### src/uart_pkg.sv
package uart_pkg;

  localparam int bit_time = 16; // clocks per serial bit.
  localparam int bit_cnt_w = $clog2(bit_time);
  localparam int word_bytes = 2;
  localparam int byte_idx_w = (word_bytes > 1) ? $clog2(word_bytes) : 1;
  localparam int fifo_depth_w = 3; // 8 entries per fifo.

  typedef logic [7:0] byte_t;
  typedef logic [8*word_bytes-1:0] word_t;
  typedef logic [7:0] addr_t;
  typedef logic [bit_cnt_w-1:0] bit_cnt_t;
  typedef logic [byte_idx_w-1:0] byte_idx_t;

  localparam addr_t addr_data = 8'h00;
  localparam addr_t addr_status = 8'h04;

  // status register bits.
  localparam int st_rx_avail = 0;
  localparam int st_tx_space = 1;
  localparam int st_tx_idle = 2;
  localparam int st_overrun = 3;

  typedef struct packed {
    addr_t paddr;
    logic  psel;
    logic  penable;
    logic  pwrite;
    word_t pwdata;
  } apb_req_t;

  typedef struct packed {
    word_t prdata;
    logic  pready;
    logic  pslverr;
  } apb_rsp_t;

  typedef enum logic [1:0] {
    rx_idle, rx_start, rx_data, rx_stop
  } rx_state_t;

  typedef enum logic [1:0] {
    tx_idle, tx_start, tx_data, tx_stop
  } tx_state_t;

endpackage

### src/byte_fifo.sv
`timescale 1ns/10ps

module byte_fifo #(
  parameter int depth_w = 3,
  parameter int width = 8
) (
  input  logic             clk,
  input  logic             anrst,
  input  logic [width-1:0] in_data,
  input  logic             in_valid,
  output logic             in_ready,
  output logic [width-1:0] out_data,
  output logic             out_valid,
  input  logic             out_ready
);

  logic [width-1:0] mem [2**depth_w];
  logic [depth_w:0] wptr; // msb is the wrap bit.
  logic [depth_w:0] rptr;
  logic [depth_w:0] level;
  logic             push;
  logic             pop;

  assign level = wptr - rptr;
  assign out_valid = wptr != rptr;
  assign out_data = mem[rptr[depth_w-1:0]];
  assign in_ready = !level[depth_w] || out_ready; // full only frees on a pop.
  assign push = in_valid && in_ready;
  assign pop = out_valid && out_ready;

  always_ff @(posedge clk, negedge anrst) begin
    if (!anrst) begin
      wptr <= '0;
      rptr <= '0;
    end else begin
      if (push) wptr <= wptr + 1'b1;
      if (pop) rptr <= rptr + 1'b1;
    end
  end

  always_ff @(posedge clk) begin
    if (push) mem[wptr[depth_w-1:0]] <= in_data;
  end

  a_level: assert property (@(posedge clk) disable iff (!anrst)
    level <= (1 << depth_w));

endmodule

### src/uart_rx.sv
`timescale 1ns/10ps

module uart_rx (
  input  logic            clk,
  input  logic            anrst,
  input  logic            rx,
  output uart_pkg::byte_t rx_byte,
  output logic            rx_byte_valid
);

  logic                rx_meta;
  logic                rx_sync;
  uart_pkg::rx_state_t state;
  uart_pkg::bit_cnt_t  cnt;
  logic [2:0]          bit_idx;
  uart_pkg::byte_t     shift;
  logic                bit_end;
  logic                half_end;

  assign bit_end = cnt == uart_pkg::bit_cnt_t'(uart_pkg::bit_time - 1);
  assign half_end = cnt == uart_pkg::bit_cnt_t'(uart_pkg::bit_time / 2 - 1);
  assign rx_byte = shift;

  always_ff @(posedge clk, negedge anrst) begin
    if (!anrst) begin
      rx_meta <= 1'b1; // line idles high.
      rx_sync <= 1'b1;
    end else begin
      rx_meta <= rx;
      rx_sync <= rx_meta;
    end
  end

  always_ff @(posedge clk, negedge anrst) begin
    if (!anrst) begin
      state <= uart_pkg::rx_idle;
      cnt <= '0;
      bit_idx <= '0;
      rx_byte_valid <= 1'b0;
    end else begin
      rx_byte_valid <= 1'b0;
      cnt <= cnt + 1'b1;
      case (state)
        uart_pkg::rx_idle: begin
          cnt <= '0;
          if (!rx_sync) state <= uart_pkg::rx_start;
        end
        uart_pkg::rx_start: begin
          if (half_end) begin
            cnt <= '0;
            bit_idx <= '0;
            state <= rx_sync ? uart_pkg::rx_idle : uart_pkg::rx_data; // glitch check.
          end
        end
        uart_pkg::rx_data: begin
          if (bit_end) begin
            cnt <= '0;
            bit_idx <= bit_idx + 1'b1;
            if (bit_idx == 3'd7) state <= uart_pkg::rx_stop;
          end
        end
        uart_pkg::rx_stop: begin
          if (bit_end) begin
            rx_byte_valid <= rx_sync; // bad stop bit drops the frame.
            state <= uart_pkg::rx_idle;
          end
        end
        default: state <= uart_pkg::rx_idle;
      endcase
    end
  end

  // lsb arrives first.
  always_ff @(posedge clk) begin
    if (state == uart_pkg::rx_data && bit_end) shift <= {rx_sync, shift[7:1]};
  end

  a_valid_pulse: assert property (@(posedge clk) disable iff (!anrst)
    rx_byte_valid |=> !rx_byte_valid);

endmodule

### src/uart_tx.sv
`timescale 1ns/10ps

module uart_tx (
  input  logic            clk,
  input  logic            anrst,
  input  uart_pkg::byte_t data,
  input  logic            valid,
  output logic            ready,
  output logic            tx
);

  uart_pkg::tx_state_t state;
  uart_pkg::bit_cnt_t  cnt;
  logic [2:0]          bit_idx;
  uart_pkg::byte_t     shift;
  logic                bit_end;

  assign bit_end = cnt == uart_pkg::bit_cnt_t'(uart_pkg::bit_time - 1);
  assign ready = state == uart_pkg::tx_idle;

  always_comb begin
    case (state)
      uart_pkg::tx_start: tx = 1'b0;
      uart_pkg::tx_data:  tx = shift[0];
      default:            tx = 1'b1; // idle and stop.
    endcase
  end

  always_ff @(posedge clk, negedge anrst) begin
    if (!anrst) begin
      state <= uart_pkg::tx_idle;
      cnt <= '0;
      bit_idx <= '0;
    end else begin
      cnt <= cnt + 1'b1;
      case (state)
        uart_pkg::tx_idle: begin
          cnt <= '0;
          if (valid) state <= uart_pkg::tx_start;
        end
        uart_pkg::tx_start: begin
          if (bit_end) begin
            cnt <= '0;
            bit_idx <= '0;
            state <= uart_pkg::tx_data;
          end
        end
        uart_pkg::tx_data: begin
          if (bit_end) begin
            cnt <= '0;
            bit_idx <= bit_idx + 1'b1;
            if (bit_idx == 3'd7) state <= uart_pkg::tx_stop;
          end
        end
        uart_pkg::tx_stop: begin
          if (bit_end) state <= uart_pkg::tx_idle;
        end
        default: state <= uart_pkg::tx_idle;
      endcase
    end
  end

  always_ff @(posedge clk) begin
    if (ready && valid) begin
      shift <= data;
    end else if (state == uart_pkg::tx_data && bit_end) begin
      shift <= shift >> 1;
    end
  end

  a_data_hold: assert property (@(posedge clk) disable iff (!anrst)
    valid && !ready |=> valid && $stable(data));

endmodule

### src/uart_apb_port.sv
`timescale 1ns/10ps

module uart_apb_port (
  input  logic               clk,
  input  logic               anrst,
  input  uart_pkg::apb_req_t apb,
  output uart_pkg::apb_rsp_t apb_rsp,
  output uart_pkg::word_t    tx_push_data,
  output logic               tx_push_valid,
  input  logic               tx_push_ready,
  input  uart_pkg::word_t    tx_head,
  input  logic               tx_head_valid,
  output logic               tx_pop,
  output uart_pkg::byte_t    tx_byte,
  output logic               tx_byte_valid,
  input  logic               tx_byte_ready,
  input  logic               tx_busy,
  input  uart_pkg::byte_t    rx_byte,
  input  logic               rx_byte_valid,
  output uart_pkg::word_t    rx_push_data,
  output logic               rx_push_valid,
  input  logic               rx_push_ready,
  input  uart_pkg::word_t    rx_head,
  input  logic               rx_head_valid,
  output logic               rx_pop
);

  logic                access;
  logic                is_data;
  logic                is_status;
  logic                wr_data;
  logic                rd_data;
  logic                rd_status;
  uart_pkg::byte_idx_t tx_idx;
  uart_pkg::byte_idx_t rx_idx;
  logic                tx_last;
  logic                rx_last;
  uart_pkg::word_t     rx_pack;
  uart_pkg::word_t     status;
  logic                overrun;

  assign access = apb.psel && apb.penable;
  assign is_data = apb.paddr == uart_pkg::addr_data;
  assign is_status = apb.paddr == uart_pkg::addr_status;
  assign wr_data = access && is_data && apb.pwrite;
  assign rd_data = access && is_data && !apb.pwrite;
  assign rd_status = access && is_status && !apb.pwrite; // never waits.

  always_comb begin
    status = '0;
    status[uart_pkg::st_rx_avail] = rx_head_valid;
    status[uart_pkg::st_tx_space] = tx_push_ready;
    status[uart_pkg::st_tx_idle] = !tx_head_valid && !tx_busy;
    status[uart_pkg::st_overrun] = overrun;
  end

  always_comb begin
    apb_rsp = '0;
    if (access) begin
      if (is_data) begin
        apb_rsp.pready = apb.pwrite ? tx_push_ready : rx_head_valid; // wait on fifo.
        if (!apb.pwrite) apb_rsp.prdata = rx_head;
      end else if (is_status) begin
        apb_rsp.pready = 1'b1;
        if (!apb.pwrite) apb_rsp.prdata = status;
      end else begin
        apb_rsp.pready = 1'b1;
        apb_rsp.pslverr = 1'b1; // unmapped.
      end
    end
  end

  assign tx_push_data = apb.pwdata;
  assign tx_push_valid = wr_data;
  assign rx_pop = rd_data && rx_head_valid;

  // unpack the head word, low byte first.
  assign tx_last = tx_idx == uart_pkg::byte_idx_t'(uart_pkg::word_bytes - 1);
  assign tx_byte = tx_head[tx_idx*8 +: 8];
  assign tx_byte_valid = tx_head_valid;
  assign tx_pop = tx_byte_valid && tx_byte_ready && tx_last;

  assign rx_last = rx_idx == uart_pkg::byte_idx_t'(uart_pkg::word_bytes - 1);
  assign rx_push_data = rx_pack;

  always_ff @(posedge clk, negedge anrst) begin
    if (!anrst) begin
      tx_idx <= '0;
      rx_idx <= '0;
      rx_push_valid <= 1'b0;
      overrun <= 1'b0;
    end else begin
      if (tx_byte_valid && tx_byte_ready) tx_idx <= tx_last ? '0 : tx_idx + 1'b1;
      if (rx_byte_valid) rx_idx <= rx_last ? '0 : rx_idx + 1'b1;
      rx_push_valid <= rx_byte_valid && rx_last; // push one cycle later.
      if (rx_push_valid && !rx_push_ready) begin
        overrun <= 1'b1; // word lost.
      end else if (rd_status) begin
        overrun <= 1'b0;
      end
    end
  end

  always_ff @(posedge clk) begin
    if (rx_byte_valid) rx_pack[rx_idx*8 +: 8] <= rx_byte;
  end

  a_req_hold: assert property (@(posedge clk) disable iff (!anrst)
    access && !apb_rsp.pready |=> $stable(apb));

endmodule

### src/uart_top.sv
`timescale 1ns/10ps

module uart_top (
  input  logic               clk,
  input  logic               anrst,
  input  uart_pkg::apb_req_t apb,
  output uart_pkg::apb_rsp_t apb_rsp,
  input  logic               rx,
  output logic               tx
);

  uart_pkg::word_t tx_push_data;
  logic            tx_push_valid;
  logic            tx_push_ready;
  uart_pkg::word_t tx_head;
  logic            tx_head_valid;
  logic            tx_pop;
  uart_pkg::byte_t tx_byte;
  logic            tx_byte_valid;
  logic            tx_byte_ready;
  logic            tx_busy;
  uart_pkg::byte_t rx_byte;
  logic            rx_byte_valid;
  uart_pkg::word_t rx_push_data;
  logic            rx_push_valid;
  logic            rx_push_ready;
  uart_pkg::word_t rx_head;
  logic            rx_head_valid;
  logic            rx_pop;

  assign tx_busy = !tx_byte_ready; // transmitter mid frame.

  uart_apb_port i_uart_apb_port (
    .clk           (clk),
    .anrst         (anrst),
    .apb           (apb),
    .apb_rsp       (apb_rsp),
    .tx_push_data  (tx_push_data),
    .tx_push_valid (tx_push_valid),
    .tx_push_ready (tx_push_ready),
    .tx_head       (tx_head),
    .tx_head_valid (tx_head_valid),
    .tx_pop        (tx_pop),
    .tx_byte       (tx_byte),
    .tx_byte_valid (tx_byte_valid),
    .tx_byte_ready (tx_byte_ready),
    .tx_busy       (tx_busy),
    .rx_byte       (rx_byte),
    .rx_byte_valid (rx_byte_valid),
    .rx_push_data  (rx_push_data),
    .rx_push_valid (rx_push_valid),
    .rx_push_ready (rx_push_ready),
    .rx_head       (rx_head),
    .rx_head_valid (rx_head_valid),
    .rx_pop        (rx_pop)
  );

  byte_fifo #(
    .depth_w (uart_pkg::fifo_depth_w),
    .width   ($bits(uart_pkg::word_t))
  ) i_tx_fifo (
    .clk       (clk),
    .anrst     (anrst),
    .in_data   (tx_push_data),
    .in_valid  (tx_push_valid),
    .in_ready  (tx_push_ready),
    .out_data  (tx_head),
    .out_valid (tx_head_valid),
    .out_ready (tx_pop)
  );

  byte_fifo #(
    .depth_w (uart_pkg::fifo_depth_w),
    .width   ($bits(uart_pkg::word_t))
  ) i_rx_fifo (
    .clk       (clk),
    .anrst     (anrst),
    .in_data   (rx_push_data),
    .in_valid  (rx_push_valid),
    .in_ready  (rx_push_ready),
    .out_data  (rx_head),
    .out_valid (rx_head_valid),
    .out_ready (rx_pop)
  );

  uart_tx i_uart_tx (
    .clk   (clk),
    .anrst (anrst),
    .data  (tx_byte),
    .valid (tx_byte_valid),
    .ready (tx_byte_ready),
    .tx    (tx)
  );

  uart_rx i_uart_rx (
    .clk           (clk),
    .anrst         (anrst),
    .rx            (rx),
    .rx_byte       (rx_byte),
    .rx_byte_valid (rx_byte_valid)
  );

endmodule

### config.mk
export PLATFORM = sky130hd
export DESIGN_NAME = uart_top
export DESIGN_NICKNAME = d
export VERILOG_FILES = /design/src/uart_pkg.sv /design/src/byte_fifo.sv /design/src/uart_rx.sv /design/src/uart_tx.sv /design/src/uart_apb_port.sv /design/src/uart_top.sv
export SDC_FILE = /design/constraint.sdc
export NUM_CORES = 1
export LEC_CHECK = 0
export BUFFER_PORTS_ARGS = -buffer_cell sky130_fd_sc_hd__buf_2
export CAP_MARGIN = 20
export CELL_PAD_IN_SITES_DETAIL_PLACEMENT = 0
export CELL_PAD_IN_SITES_GLOBAL_PLACEMENT = 1
export CORE_MARGIN = 1.5
export CORE_UTILIZATION = 30
export DETAILED_ROUTE_END_ITERATION = 8
export PLACE_DENSITY_LB_ADDON = 0.2
export SETUP_SLACK_MARGIN = 0.5
export SLEW_MARGIN = 20
export SYNTH_ARGS = -nofsm -noshare
export SYNTH_HDL_FRONTEND = slang
export SYNTH_SLANG_ARGS = --single-unit
### constraint.sdc
create_clock -name clk -period 12.9 [get_ports clk]
set_input_delay 2.58 -clock clk [delete_from_list [all_inputs] [get_ports clk]]
set_output_delay 2.58 -clock clk [all_outputs]
set_load 0.005 [all_outputs]
Word-level counts from Yosys, hierarchy flattened
Memories as Yosys holds them, arrays and structs flattened.
Cells that the tools add are included.
{"block": "totals", "register_bits": 73, "latch_bits": 0, "mem_bits_rw": 256, "mem_bits_ro": 0, "input_bits": 30, "out_inout_bits": 19, "wordCells": 145, "n_memories": 2}
{"name": "i_rx_fifo.mem", "words": 8, "width": 16, "rd": 1, "rd_clocked_by_memory_dff": 0, "wr": 1, "line": "byte_fifo.sv:17", "source": "logic [width-1:0] mem [2**depth_w];"}
{"name": "i_tx_fifo.mem", "words": 8, "width": 16, "rd": 1, "rd_clocked_by_memory_dff": 0, "wr": 1, "line": "byte_fifo.sv:17"}
{"block": "op_classes", "n_addsub": 13, "multipliers": 0, "div": 0, "magnitude_cmp": 0, "n_eq_ne": 24, "shifts": 3, "mux": 46, "bitwise_logic": 0, "n_reduce_logical": 37}
{"operator": "4-bit negator with 34-bit output", "count": 1}
{"operator": "8-bit by 34-bit variable shift with 16-bit output, first input constant", "count": 1}
{"operator": "8-bit by 34-bit indexed part select with 16-bit output", "count": 1}
{"operator": "4-bit by 1-bit adder with 4-bit output, second input constant", "count": 6}
{"operator": "2-bit 2-to-1 mux", "count": 11}
{"operator": "4-bit 2-to-1 mux", "count": 5}
{"operator": "1-bit logical AND", "count": 18}
{"operator": "18-bit 2-to-1 mux", "count": 1}
{"operator": "17-bit 2-to-1 mux", "count": 1}
{"operator": "16-bit bitwise mux", "count": 1}
{"operator": "16-bit 2-to-1 mux", "count": 1}
{"operator": "8-bit 2-to-1 mux", "count": 2}
{"operator": "2-bit by 1-bit != test with 1-bit output, second input constant", "count": 8}
{"operator": "2-bit one-hot mux with 4 select lines", "count": 2}
{"operator": "16-bit by 5-bit indexed part select with 8-bit output", "count": 1}
{"operator": "1-bit 2-to-1 mux", "count": 13}
{"operator": "3-bit 2-to-1 mux", "count": 4}
{"operator": "3-bit one-hot mux with 2 select lines", "count": 2}
{"operator": "4-bit one-hot mux with 3 select lines", "count": 1}
{"operator": "5-bit AND reduction", "count": 2}
{"operator": "2-bit == test, second input constant", "count": 4}
{"operator": "4-bit == test, second input constant", "count": 2}
{"operator": "8-bit by 3-bit == test with 1-bit output, second input constant", "count": 1}
{"operator": "8-bit zero test", "count": 1}
{"operator": "other kinds (16)", "count": 33}

Logic depth before layout (Yosys ltp)
Gate-level depths: netlist (run 1).
{"block": "logic_depth", "ltp_word": 8, "ltp_mapped": 11, "depth_no_buf": 7}

Modules after synthesis
From an unflattened synthesis (run 1), not the netlist that was laid out.
{"block": "hier_totals", "cells_unflattened": 787, "hier_area_um2": 13643.1}
{"mod": "byte_fifo at i_rx_fifo", "n_inst": 1, "cells_per_inst": 276, "area_each_um2": 5391.4, "seq_area_each_um2": 4043.9}
{"mod": "byte_fifo at i_tx_fifo", "n_inst": 1, "cells_per_inst": 276, "area_each_um2": 5361.4, "seq_area_each_um2": 4043.9}
{"mod": "uart_apb_port", "n_inst": 1, "cells_per_inst": 110, "area_each_um2": 1216.2, "seq_area_each_um2": 580.6}
{"mod": "uart_tx", "n_inst": 1, "cells_per_inst": 65, "area_each_um2": 859.6, "seq_area_each_um2": 465.4}
{"mod": "uart_rx", "n_inst": 1, "cells_per_inst": 59, "area_each_um2": 810.8, "seq_area_each_um2": 543.0}
{"mod": "uart_top", "n_inst": 1, "cells_per_inst": 1, "area_each_um2": 3.8, "seq_area_each_um2": 0.0}

Worst setup path before layout (run 1)
OpenSTA, ideal clock, no wires.
{"block": "synth_timing", "path_kind": "input -> output", "start": "in apb[21] (netlist bit)", "end": "out apb_rsp[10] (netlist bit)", "arrival_ns": 4.086, "t_required_ns": 10.320, "setup_slack_ns": 6.234, "path_stages": 6, "n_path_buf": 3, "path_cell_list": "buf_6 -> or4_4 -> or4_1 -> buf_2 -> clkbuf_1 -> a21oi_1"}
{"element": "start, declared", "line": "uart_top.sv:6", "source": "input uart_pkg::apb_req_t apb,"}
{"element": "end, declared", "line": "uart_top.sv:7", "source": "output uart_pkg::apb_rsp_t apb_rsp,"}

==> impl_metrics.py, run 1 <==
metrics = {
    "grt": {
        "first_global_vias": 6839,
        "global_route.usage.total_pct": 12.9,
        "global_route.overflow_total": 0,
        "antenna_found_initial": 2,
        "grt_start_max_net_pins": 42,
        "first_pass_grt_wire_length_um": 42700,
    },
    "synth": {
        "synthesis.area_per_instance_sq_um": 18.2,
        "synth_async_sr_flop_share_pct": 12.5,
        "mappedNetlistArea_sq_um": 13200,
        "synth-seq-area-share_pct": 73.3,
        "mappedNetlistNets": 781,
        "synth_cells": 726,
        "synthesis.yosys.warnings": 0,
        "synth.largest_area_cell": "edfxtp_1",
        "synth_top_area_share_pct": 65.5,
        "number_of_enable_flip_flop_cells_after_synthesis": 288,
        "yosys-top-cells-area": "edfxtp_1, mux4_2, dfrtp_1",
        "ys_seq_elements": 329,
        "synth.distinct_cells": 51,
        "ys.flop_type": "edfxtp_1",
    },
    "pwr": {
        "ir_worst_vdd_mv": 0.0896,
        "static-leakage-power_nw": 5.46,
        "power_density_nw_per_um2": 147,
    },
    "cts": {
        "cts_setup_buffers": 0,
        "clk_pin_slew_worst_paths_ps": 50,
        "cts_inserted_buffers": 38,
        "cts_hold_repair.buffers": 0,
        "clock_latency_ps": 550,
        "cts_max_level": 2,
        "cts_root_buf": "clkbuf_16",
        "cts_num_sinks": 329,
        "clock_tree.buffer_depth": 3,
        "post_cts.resized_instances": 0,
        "tritoncts": "yes",
    },
    "status": {
        "run_status": "finished, final reports clean",
    },
    "sta": {
        "maxSlewHeadroom_pct": 38.8,
        "grt_setup_unrepaired": "no",
        "fin_skew_ps": 21.0,
        "final-max-slew-violation-count": 0,
        "timing.final.crit_share_pct": 55.2,
        "totalNegativeSetupSlack_ps": 0,
        "min_period_ps": 7130,
        "worst_slew_pin_slew_ps": 917,
        "final_count_of_hold_timing_violations": 0,
        "setup_violations": 0,
        "clock.fmax_mhz": 140,
    },
    "floorplan": {
        "die_width_um": 213,
        "starting_utilization_of_the_core_area_pct": 30.5,
        "floorplan.io_pins": 49,
        "fp-row-count": 76,
        "design.die.area_sq_um": 45300,
        "core_area_sq_um": 43300,
        "chipHeight_um": 213,
    },
    "final_layout": {
        "drive_gt1_share_pct": 27.3,
        "post-route-util_pct": 35.8,
        "antenna_cells_inserted": 0,
        "area.growth.synth_to_final_pct": 17.2,
        "finalNetCount": 858,
    },
    "placement": {
        "place.port_buffers": 48,
        "detailedPlacementHpwl_um": 16000,
        "gp_congestion": 0.700,
    },
    "detailed_routing": {
        "ant_nets": 0,
        "routed_met1_length_um": 12800,
        "met3_wirelength_um": 971,
        "wire_per_inst_um": 19.5,
        "avgViaCountPerCell": 4.61,
        "drt-initial-drc-count": 311,
        "met2_length_um": 13200,
        "drt-pass1-iter-count": 4,
        "routed_wirelength_um": 27600,
        "top_routing_layer_in_use": "met5",
        "route.vias.total": 6526,
        "total_drc_errors_in_the_routed_layout": 0,
    },
    "worst_setup_path": {
        "r2r-start": "i_tx_fifo.rptr[1]",
        "worst_setup_path_start_kind": "input pin",
        "required_ps": 10320,
        "crit_type": "input pin to primary output",
        "critPathCaptureType": "primary output",
        "crit_fanout": 14,
        "cp-startpoint": "apb[21]",
        "cp_data_arrival_time_ps": 4550,
    },
    "job": {
        "drv.max_cap_violation_count": 0,
    },
    "worst_hold_path": {
        "min-delay-start": "i_uart_rx.rx_meta",
        "hold_path_class": "flop to flop",
    },
}
[cells in the mapped netlist (all sizes together), types with 2 or more instances]
cell type	count
and2	13
a22o	5
inv	14
nand3b	2
mux4	64
or2	3
ha	25
edfxtp	288
mux2	11
o211ai	2
nand4	5
and4	4
nor2b	13
nand2b	5
a21bo	2
nor3	7
o21ai	8
mux2i	2
o22ai	17
clkbuf	22
dfstp	2
nor2	18
o211a	2
dfrtp	39
buf	11
and3	3
a21oi	31
nand3	11
xor2	9
a21o	3
xnor2	10
or4	4
nand2	56
o21a	2
nor4	5
[power by group]
part | switching [mW] | total [mW] | internal [mW]
Sequential | 0.00846 | 1.17 | 1.16
Clock | 0.429 | 1.02 | 0.596
Combinational | 0.0494 | 0.0833 | 0.0340
Total | 0.487 | 2.28 | 1.79
[flip-flops by register name (all words and copies together), names as in the netlist, 2 cells and up, named ones only]
register                      flops
i_uart_rx.bit_idx                 3
i_uart_rx.rx_byte                 8
i_uart_apb_port.rx_push_data     16
i_uart_rx.cnt                     4
i_tx_fifo.mem                   128
i_uart_tx.bit_idx                 3
i_rx_fifo.rptr                    4
i_rx_fifo.mem                   128
i_rx_fifo.wptr                    4
i_uart_tx.shift                   8
i_tx_fifo.wptr                    4
i_uart_tx.cnt                     4
i_tx_fifo.rptr                    4
i_uart_tx.state                   2
[cells by family (layout without fill, tap and decap cells)]
group           count (synthesis)  in the layout  share of synthesized area (%)
flops                         329            329                           73.3
simple gates                  150            150                           5.77
buf+inv                        48            154                           1.46
xor+xnor                       19             19                           1.26
compound gates                 78             78                           3.79
mux                            77             77                           12.0
fa+ha+maj                      25             25                           2.37
[layout make-up]
| type | count | area (sq um) |
|---|---|---|
| sequential | 329 | 9680 |
| fill | 4074 | 27800 |
| inverter | 15 | 56.3 |
| tap | 585 | 732 |
| timing repair buffer | 70 | 405 |
| clock buffer | 44 | 995 |
| clock inverter | 25 | 191 |
| multi-input combinational | 349 | 3410 |
[per-layer routing]
| metal | vias to the layer above | global-route usage (%) |
|---|---|---|
| li1 | 3036 | - |
| met1 | 3351 | 17.4 |
| met2 | 85 | 20.7 |
| met3 | 50 | 2.90 |
| met4 | 4 | 4.08 |
| met5 | - | 0 |
[stage by stage]
| stage | setup WS (ps) | std cells | hold slack [ps] | power [mW] | instance area (sq um) |
|---|---|---|---|---|---|
| global route | 5680 | 1417 | 362 | 2.37 | 15500 |
| floorplan | 6230 | 726 | 345 | 1.25 | 13200 |
| detailed placement | 5730 | 1347 | 347 | 1.27 | 14300 |
| CTS | 5730 | 1416 | 355 | 2.31 | 15400 |
| global placement | 5780 | 1347 | 346 | 1.28 | 14300 |
| finish | 5770 | 1417 | 353 | 2.28 | 15500 |
[layout by cell type (no fill, tap or decap), types with 11 or more instances in the layout]
| cell | netlist | final |
|---|---|---|
| edfxtp_1 | 288 | 288 |
| mux4_2 | 64 | 64 |
| nand2_1 | 55 | 55 |
| buf_2 | 4 | 48 |
| clkbuf_16 | 0 | 39 |
| dfrtp_1 | 39 | 37 |
| a21oi_1 | 31 | 31 |
| ha_1 | 25 | 25 |
| buf_4 | 0 | 21 |
| o22ai_1 | 17 | 17 |
| nor2_1 | 17 | 15 |
| inv_1 | 14 | 14 |
| nor2b_1 | 13 | 13 |
| and2_1 | 13 | 13 |
| nand3_1 | 11 | 11 |
[worst max-delay path, cell delays in order]
cell,delay (ps)
buf_2,180
or4_4,530
or4_1,810
a21oi_1,270
buf_2,140
[worst paths after layout]
kind,to,slack (ps),cells after the start
max in group asynchronous,i_tx_fifo.rptr[1],10310,2
worst min-delay path,i_uart_rx.rx_sync,350,0
worst max register to register,i_tx_fifo.mem[0][12],8860,9
worst max-delay path,apb_rsp[14],5770,5
worst min register to register,i_uart_rx.rx_sync,350,0
min in group asynchronous,i_uart_apb_port.rx_push_valid,2130,2
Note: power is estimated with default switching activity, not from simulation.
==> run 2: changes to the inputs <==
--- a/config.mk
+++ b/config.mk
@@ -5,6 +5,7 @@
 export SDC_FILE = /design/constraint.sdc
 export NUM_CORES = 1
 export LEC_CHECK = 0
+export ABC_AREA = 1
 export BUFFER_PORTS_ARGS = -buffer_cell sky130_fd_sc_hd__buf_2
 export CAP_MARGIN = 20
 export CELL_PAD_IN_SITES_DETAIL_PLACEMENT = 0
==> constraint.sdc (replaced) <==
create_clock -name clk -period 7.46 [get_ports clk]
set_input_delay 1.492 -clock clk [delete_from_list [all_inputs] [get_ports clk]]
set_output_delay 1.492 -clock clk [all_outputs]
set_load 0.005 [all_outputs]
==> impl_metrics.py, run 2 <==
metrics = {
    "status": {
        "run_status": "finished, final reports clean",
    },
    "synth": {
        "synth_mux_area_share_pct": 0,
        "synth-seq-area-share_pct": 70.6,
        "synth_async_sr_flop_share_pct": 12.5,
        "post_synth_most_frequent_cells": "edfxtp_1, nor2_1, o21ai_0",
        "synth_top_area_share_pct": 63.1,
        "ys.flop_type": "edfxtp_1",
        "top_count_cell_post_synth": "edfxtp_1",
        "mappedNetlistArea_sq_um": 13700,
        "synth.largest_area_cell": "edfxtp_1",
        "number_of_enable_flip_flop_cells_after_synthesis": 288,
        "synth.distinct_cells": 35,
        "synthesis.area_per_instance_sq_um": 11.8,
        "ys_seq_elements": 329,
        "synthesized_area_fraction_occupied_by_xor_and_xnor_cells_pct": 0.831,
        "adder_cell_share_of_the_synthesized_area_pct": 2.28,
        "mappedNetlistNets": 1212,
        "yosys-top-cells-area": "edfxtp_1, dfrtp_1, nor2_1",
        "synth_cells": 1157,
        "largest_family_of_logic_cells_by_synthesized_area": "simple AND/OR/NAND/NOR gates",
        "synthesis.yosys.warnings": 0,
        "post_synth_and_or_nand_nor_area_fraction_pct": 14.5,
        "synth_area_in_compound_gates_pct": 8.18,
    },
    "grt": {
        "grtUsageMet3_pct": 2.74,
        "grt_start_max_net_pins": 69,
        "first_pass_grt_wire_length_um": 50100,
        "global_route.usage.total_pct": 13.9,
        "global_route.peak_usage_layer": "met2",
        "grtUsageMet2_pct": 21.9,
        "antenna_found_initial": 2,
        "first_global_vias": 8451,
        "global_route.overflow_total": 0,
        "grt_use_met1_pct": 19.4,
    },
    "cts": {
        "cts_inserted_buffers": 38,
        "clock_tree.buffer_depth": 3,
        "clk_pin_slew_worst_paths_ps": 60,
        "clock_latency_ps": 550,
        "cts_max_level": 2,
        "tritoncts": "yes",
        "cts_num_sinks": 329,
        "cts_root_buf": "clkbuf_16",
        "post_cts.resized_instances": 0,
        "cts_setup_buffers": 0,
        "cts_hold_repair.buffers": 0,
    },
    "placement": {
        "place.port_buffers": 48,
        "detailedPlacementHpwl_um": 18300,
        "dp_worst_setup_slack_ps": 2810,
        "gp_congestion": 0.699,
        "dpl_cell_area_sq_um": 14600,
    },
    "floorplan": {
        "starting_utilization_of_the_core_area_pct": 30.3,
        "design.die.area_sq_um": 47000,
        "chipHeight_um": 217,
        "floorplan.io_pins": 49,
        "die_width_um": 217,
        "fp-row-count": 78,
        "core_area_sq_um": 45200,
    },
    "job": {
        "drv.max_cap_violation_count": 0,
    },
    "sta": {
        "maxSlewHeadroom_pct": 30.0,
        "fin_skew_ps": 27.1,
        "min_period_ps": 5250,
        "totalNegativeSetupSlack_ps": 0,
        "final_count_of_hold_timing_violations": 0,
        "post-route-worst-setup-slack_ps": 2210,
        "grt_setup_unrepaired": "no",
        "setup_violations": 0,
        "timing.final.crit_share_pct": 70.4,
        "final-max-slew-violation-count": 0,
        "clock.fmax_mhz": 191,
        "worst_slew_pin_slew_ps": 1050,
    },
    "pwr": {
        "final_total_pwr_mw": 4.35,
        "static-leakage-power_nw": 6.02,
        "ir_worst_vdd_mv": 0.158,
        "power_density_nw_per_um2": 274,
    },
    "detailed_routing": {
        "drt-initial-drc-count": 470,
        "ant_nets": 0,
        "wire_per_inst_um": 17.0,
        "route.vias.total": 8385,
        "drt-pass1-iter-count": 5,
        "total_drc_errors_in_the_routed_layout": 0,
        "routed_wirelength_um": 31400,
        "avgViaCountPerCell": 4.55,
    },
    "worst_hold_path": {
        "holdPathStages": 0,
        "min-delay-start": "i_uart_rx.rx_meta",
        "hold_path_class": "flop to flop",
        "min_delay_worst_endpoint": "i_uart_rx.rx_sync",
    },
    "worst_setup_path": {
        "r2r.worst_path.cells": 10,
        "worst_setup_path_start_kind": "flop",
        "required_ps": 5970,
        "r2r-start": "i_tx_fifo.rptr[2]",
        "cp_data_arrival_time_ps": 3760,
        "crit_fanout": 18,
        "crit_type": "flop to primary output",
        "critPathCaptureType": "primary output",
        "r2r_slack_ps": 3010,
        "crit-reg2reg-capture": "i_tx_fifo.mem[1][13]",
    },
    "final_layout": {
        "most-common-layout-cells": "edfxtp_1, nor2_1, o21ai_0, nand2_1, nand3_1",
        "most_common_cell_after_layout_fill_and_taps_aside": "edfxtp_1",
        "finish.instance_area_sq_um": 15900,
        "fillers": 4487,
        "finalNetCount": 1267,
        "drive_gt1_share_pct": 13.2,
        "area.growth.synth_to_final_pct": 15.8,
        "antenna_cells_inserted": 0,
    },
}
## run 2: cell types whose count changed after synthesis, moves of 22 or more
cell,change
mux4_2,-64
o21ai_0,+139
nor2_1,+222
a21oi_1,-22
nand3_1,+67
nand2_1,+63
inv_1,+43
## run 2: worst max-delay path by stage
stage	slack, ps	cells past startpoint	to	start
after global placement	2830	10	apb_rsp[1]	i_tx_fifo.rptr[2]
after floorplan	3610	8	apb_rsp[11]	apb[26]
after global routing	1910	10	apb_rsp[3]	i_tx_fifo.rptr[2]
after detailed placement	2810	10	apb_rsp[1]	i_tx_fifo.rptr[2]
after CTS	2190	10	apb_rsp[1]	i_tx_fifo.rptr[2]
final	2210	10	apb_rsp[1]	i_tx_fifo.rptr[2]
## run 2: routing by layer
layer	wire length (um)	vias to the layer above	part of all wire (%)
met5	23	-	0.073
met4	577	4	1.8
met3	1130	49	3.6
met2	14500	124	46
met1	15200	4045	48
li1	-	4163	-
## run 2: layout make-up
cell class	count	area (sq um)	area share [%]
clock inverters	14	165	1.04
well taps	600	751	4.73
repair buffers	66	375	2.37
flip-flops and latches	329	9680	61.0
multi-input cells	714	3590	22.6
inverters	63	236	1.49
clock buffers	55	1080	6.78
## run 2: cells by family (layout without fill, tap and decap cells)
family	Yosys count	after routing
compound gates	206	206
xor+xnor	13	13
fa+ha+maj	25	25
buf+inv	114	198
flops	329	329
simple gates	470	470
## run 2: worst max-delay path, stage by stage (launching register included)
cell and delay [ps]:
dfrtp_1 860, clkinv_1 850, ha_1 610, nand2_1 60, nor2_1 170, nand2_2 110
nand3_2 110, nand2_2 150, nand2_1 90, a21oi_1 60, buf_2 120
## run 2: where the power goes
group          switching, mW  leakage [nW]  total [mW]  internal [mW]
clock network          0.721         0.602        1.83           1.11
logic                  0.304          2.14       0.450          0.146
registers             0.0329          3.27        2.07           2.04
total                   1.06          6.02        4.35           3.30
## run 2: per-stage QoR
stage	utilization, %	hold WS, ps	std cells
finish	35.1	357	1841
global route	35.1	364	1841
CTS	35.1	360	1841
global placement	32.3	351	1772
detailed placement	32.3	352	1772
floorplan	-	345	1157
==> run 3: changes to the inputs <==
--- a/config.mk
+++ b/config.mk
@@ -5,7 +5,7 @@
 export SDC_FILE = /design/constraint.sdc
 export NUM_CORES = 1
 export LEC_CHECK = 0
-export ABC_AREA = 1
+export ABC_AREA = 0
 export BUFFER_PORTS_ARGS = -buffer_cell sky130_fd_sc_hd__buf_2
 export CAP_MARGIN = 20
 export CELL_PAD_IN_SITES_DETAIL_PLACEMENT = 0
==> constraint.sdc (replaced) <==
create_clock -name clk -period 5 [get_ports clk]
set_input_delay 1 -clock clk [delete_from_list [all_inputs] [get_ports clk]]
set_output_delay 1 -clock clk [all_outputs]
set_load 0.005 [all_outputs]
==> impl_metrics.py, run 3 (synthesis results as in run 1) <==
metrics = {
    "final_layout": {
        "drive_gt1_share_pct": 27.2,
        "post-route-util_pct": 35.8,
        "area.growth.synth_to_final_pct": 17.3,
        "finish.instance_area_sq_um": 15500,
        "layoutNonFillerInstCount": 1419,
        "most-common-layout-cells": "edfxtp_1, mux4_2, nand2_1, buf_2, clkbuf_16",
        "antenna_cells_inserted": 0,
        "finalNetCount": 862,
        "most_common_cell_after_layout_fill_and_taps_aside": "edfxtp_1",
    },
    "pwr": {
        "clock_power_share_pct": 44.6,
        "combPwrFrac_pct": 3.6,
        "power_density_nw_per_um2": 376,
        "internal_power_mw": 4.62,
        "power.switching_fraction_pct": 20.8,
        "static-leakage-power_nw": 5.47,
        "final_total_pwr_mw": 5.83,
        "power.sequential.fraction_pct": 51.8,
        "p_sw_mw": 1.21,
        "ir_worst_vdd_mv": 0.275,
    },
    "floorplan": {
        "die_width_um": 213,
        "starting_utilization_of_the_core_area_pct": 30.5,
        "floorplan.io_pins": 49,
        "design.die.area_sq_um": 45300,
        "chipHeight_um": 213,
        "fp-row-count": 76,
        "core_area_sq_um": 43300,
    },
    "cts": {
        "cts_setup_buffers": 0,
        "clock_tree.buffer_depth": 3,
        "clock_latency_ps": 540,
        "cts_inserted_buffers": 38,
        "tritoncts": "yes",
        "cts_max_level": 2,
        "cts_num_sinks": 329,
        "cts_hold_repair.buffers": 0,
        "cts_root_buf": "clkbuf_16",
        "post_cts.resized_instances": 0,
        "clk_pin_slew_worst_paths_ps": 60,
    },
    "job": {
        "drv.max_cap_violation_count": 0,
    },
    "sta": {
        "worst_slew_pin_slew_ps": 753,
        "final_count_of_hold_timing_violations": 0,
        "maxSlewHeadroom_pct": 49.8,
        "clock.fmax_mhz": 240,
        "final-max-slew-violation-count": 0,
        "grt_setup_unrepaired": "no",
        "fin_hold_ws_ps": 355,
        "fin_skew_ps": 15.7,
        "timing.final.crit_share_pct": 83.5,
        "post-route-worst-setup-slack_ps": 827,
        "totalNegativeSetupSlack_ps": 0,
        "setup_violations": 0,
        "min_period_ps": 4170,
    },
    "detailed_routing": {
        "drt-pass1-iter-count": 4,
        "total_drc_errors_in_the_routed_layout": 0,
        "ant_nets": 0,
        "route.vias.total": 6543,
        "routed_wirelength_um": 27100,
        "avgViaCountPerCell": 4.61,
        "drt-initial-drc-count": 364,
        "wire_per_inst_um": 19.1,
    },
    "worst_setup_path": {
        "crit_type": "flop to primary output",
        "cp_data_arrival_time_ps": 3170,
        "critPathCaptureType": "primary output",
        "crit_fanout": 19,
        "required_ps": 4000,
        "worst_setup_path_start_kind": "flop",
    },
    "status": {
        "run_status": "finished, final reports clean",
    },
    "grt": {
        "antenna_found_initial": 2,
        "global_route.usage.total_pct": 12.5,
        "first_global_vias": 6735,
        "grt_start_max_net_pins": 42,
        "first_pass_grt_wire_length_um": 41700,
        "global_route.overflow_total": 0,
    },
    "placement": {
        "dpl_cell_area_sq_um": 14300,
        "gp_congestion": 0.747,
        "place_inst": 1352,
        "dp_worst_setup_slack_ps": 810,
        "detailedPlacementHpwl_um": 16400,
        "place.port_buffers": 48,
    },
    "worst_hold_path": {
        "hold_path_class": "flop to flop",
    },
}
## run 3: worst paths after layout
path                                   start             endpoint  slack, ps  depth (start not counted)
min reg2reg                i_uart_rx.rx_meta    i_uart_rx.rx_sync        350                          0
min in group asynchronous              anrst    i_rx_fifo.rptr[2]        570                          2
max                        i_rx_fifo.rptr[2]           apb_rsp[2]        830                          8
max in group asynchronous              anrst    i_tx_fifo.rptr[1]       3980                          2
max reg2reg                i_tx_fifo.wptr[0]  i_tx_fifo.mem[5][9]       1570                          8
min                        i_uart_rx.rx_meta    i_uart_rx.rx_sync        350                          0
## run 3: cell type report
| type | instances | area (sq um) |
|---|---|---|
| Multi-Input combinational cell | 349 | 3410 |
| Fill cell | 4046 | 27800 |
| Inverter | 15 | 56.3 |
| Tap cell | 585 | 732 |
| Timing Repair Buffer | 74 | 448 |
| Clock inverter | 17 | 146 |
| Sequential cell | 329 | 9680 |
| Clock buffer | 50 | 1020 |
## run 3: power by group through the flow
stage          sequential [mW]  clock [mW]  combinational [mW]
2_1_floorplan             3.06           0               0.150
3_3_place_gp              3.07           0               0.216
3_5_place_dp              3.07           0               0.215
4_1_cts                   3.02        2.69               0.216
5_1_grt                   3.02        2.80               0.241
6_report                  3.02        2.60               0.210
## run 3: worst max-delay path, stage by stage, from the launching register on
cell      delay (ps)
dfrtp_1          320
buf_4            260
clkinv_1         590
ha_1             590
nand3_1           90
or2_2            300
a21oi_1          260
nor2_1            90
buf_2            130
## run 3: metal layers
metal | track usage [%] | vias to the layer above | part of all wire, %
met4 | 4.82 | 2 | 2.9
met2 | 19.5 | 82 | 46
met5 | 0 | - | 0.048
met3 | 2.52 | 50 | 3.1
li1 | - | 3035 | -
met1 | 17.2 | 3374 | 48
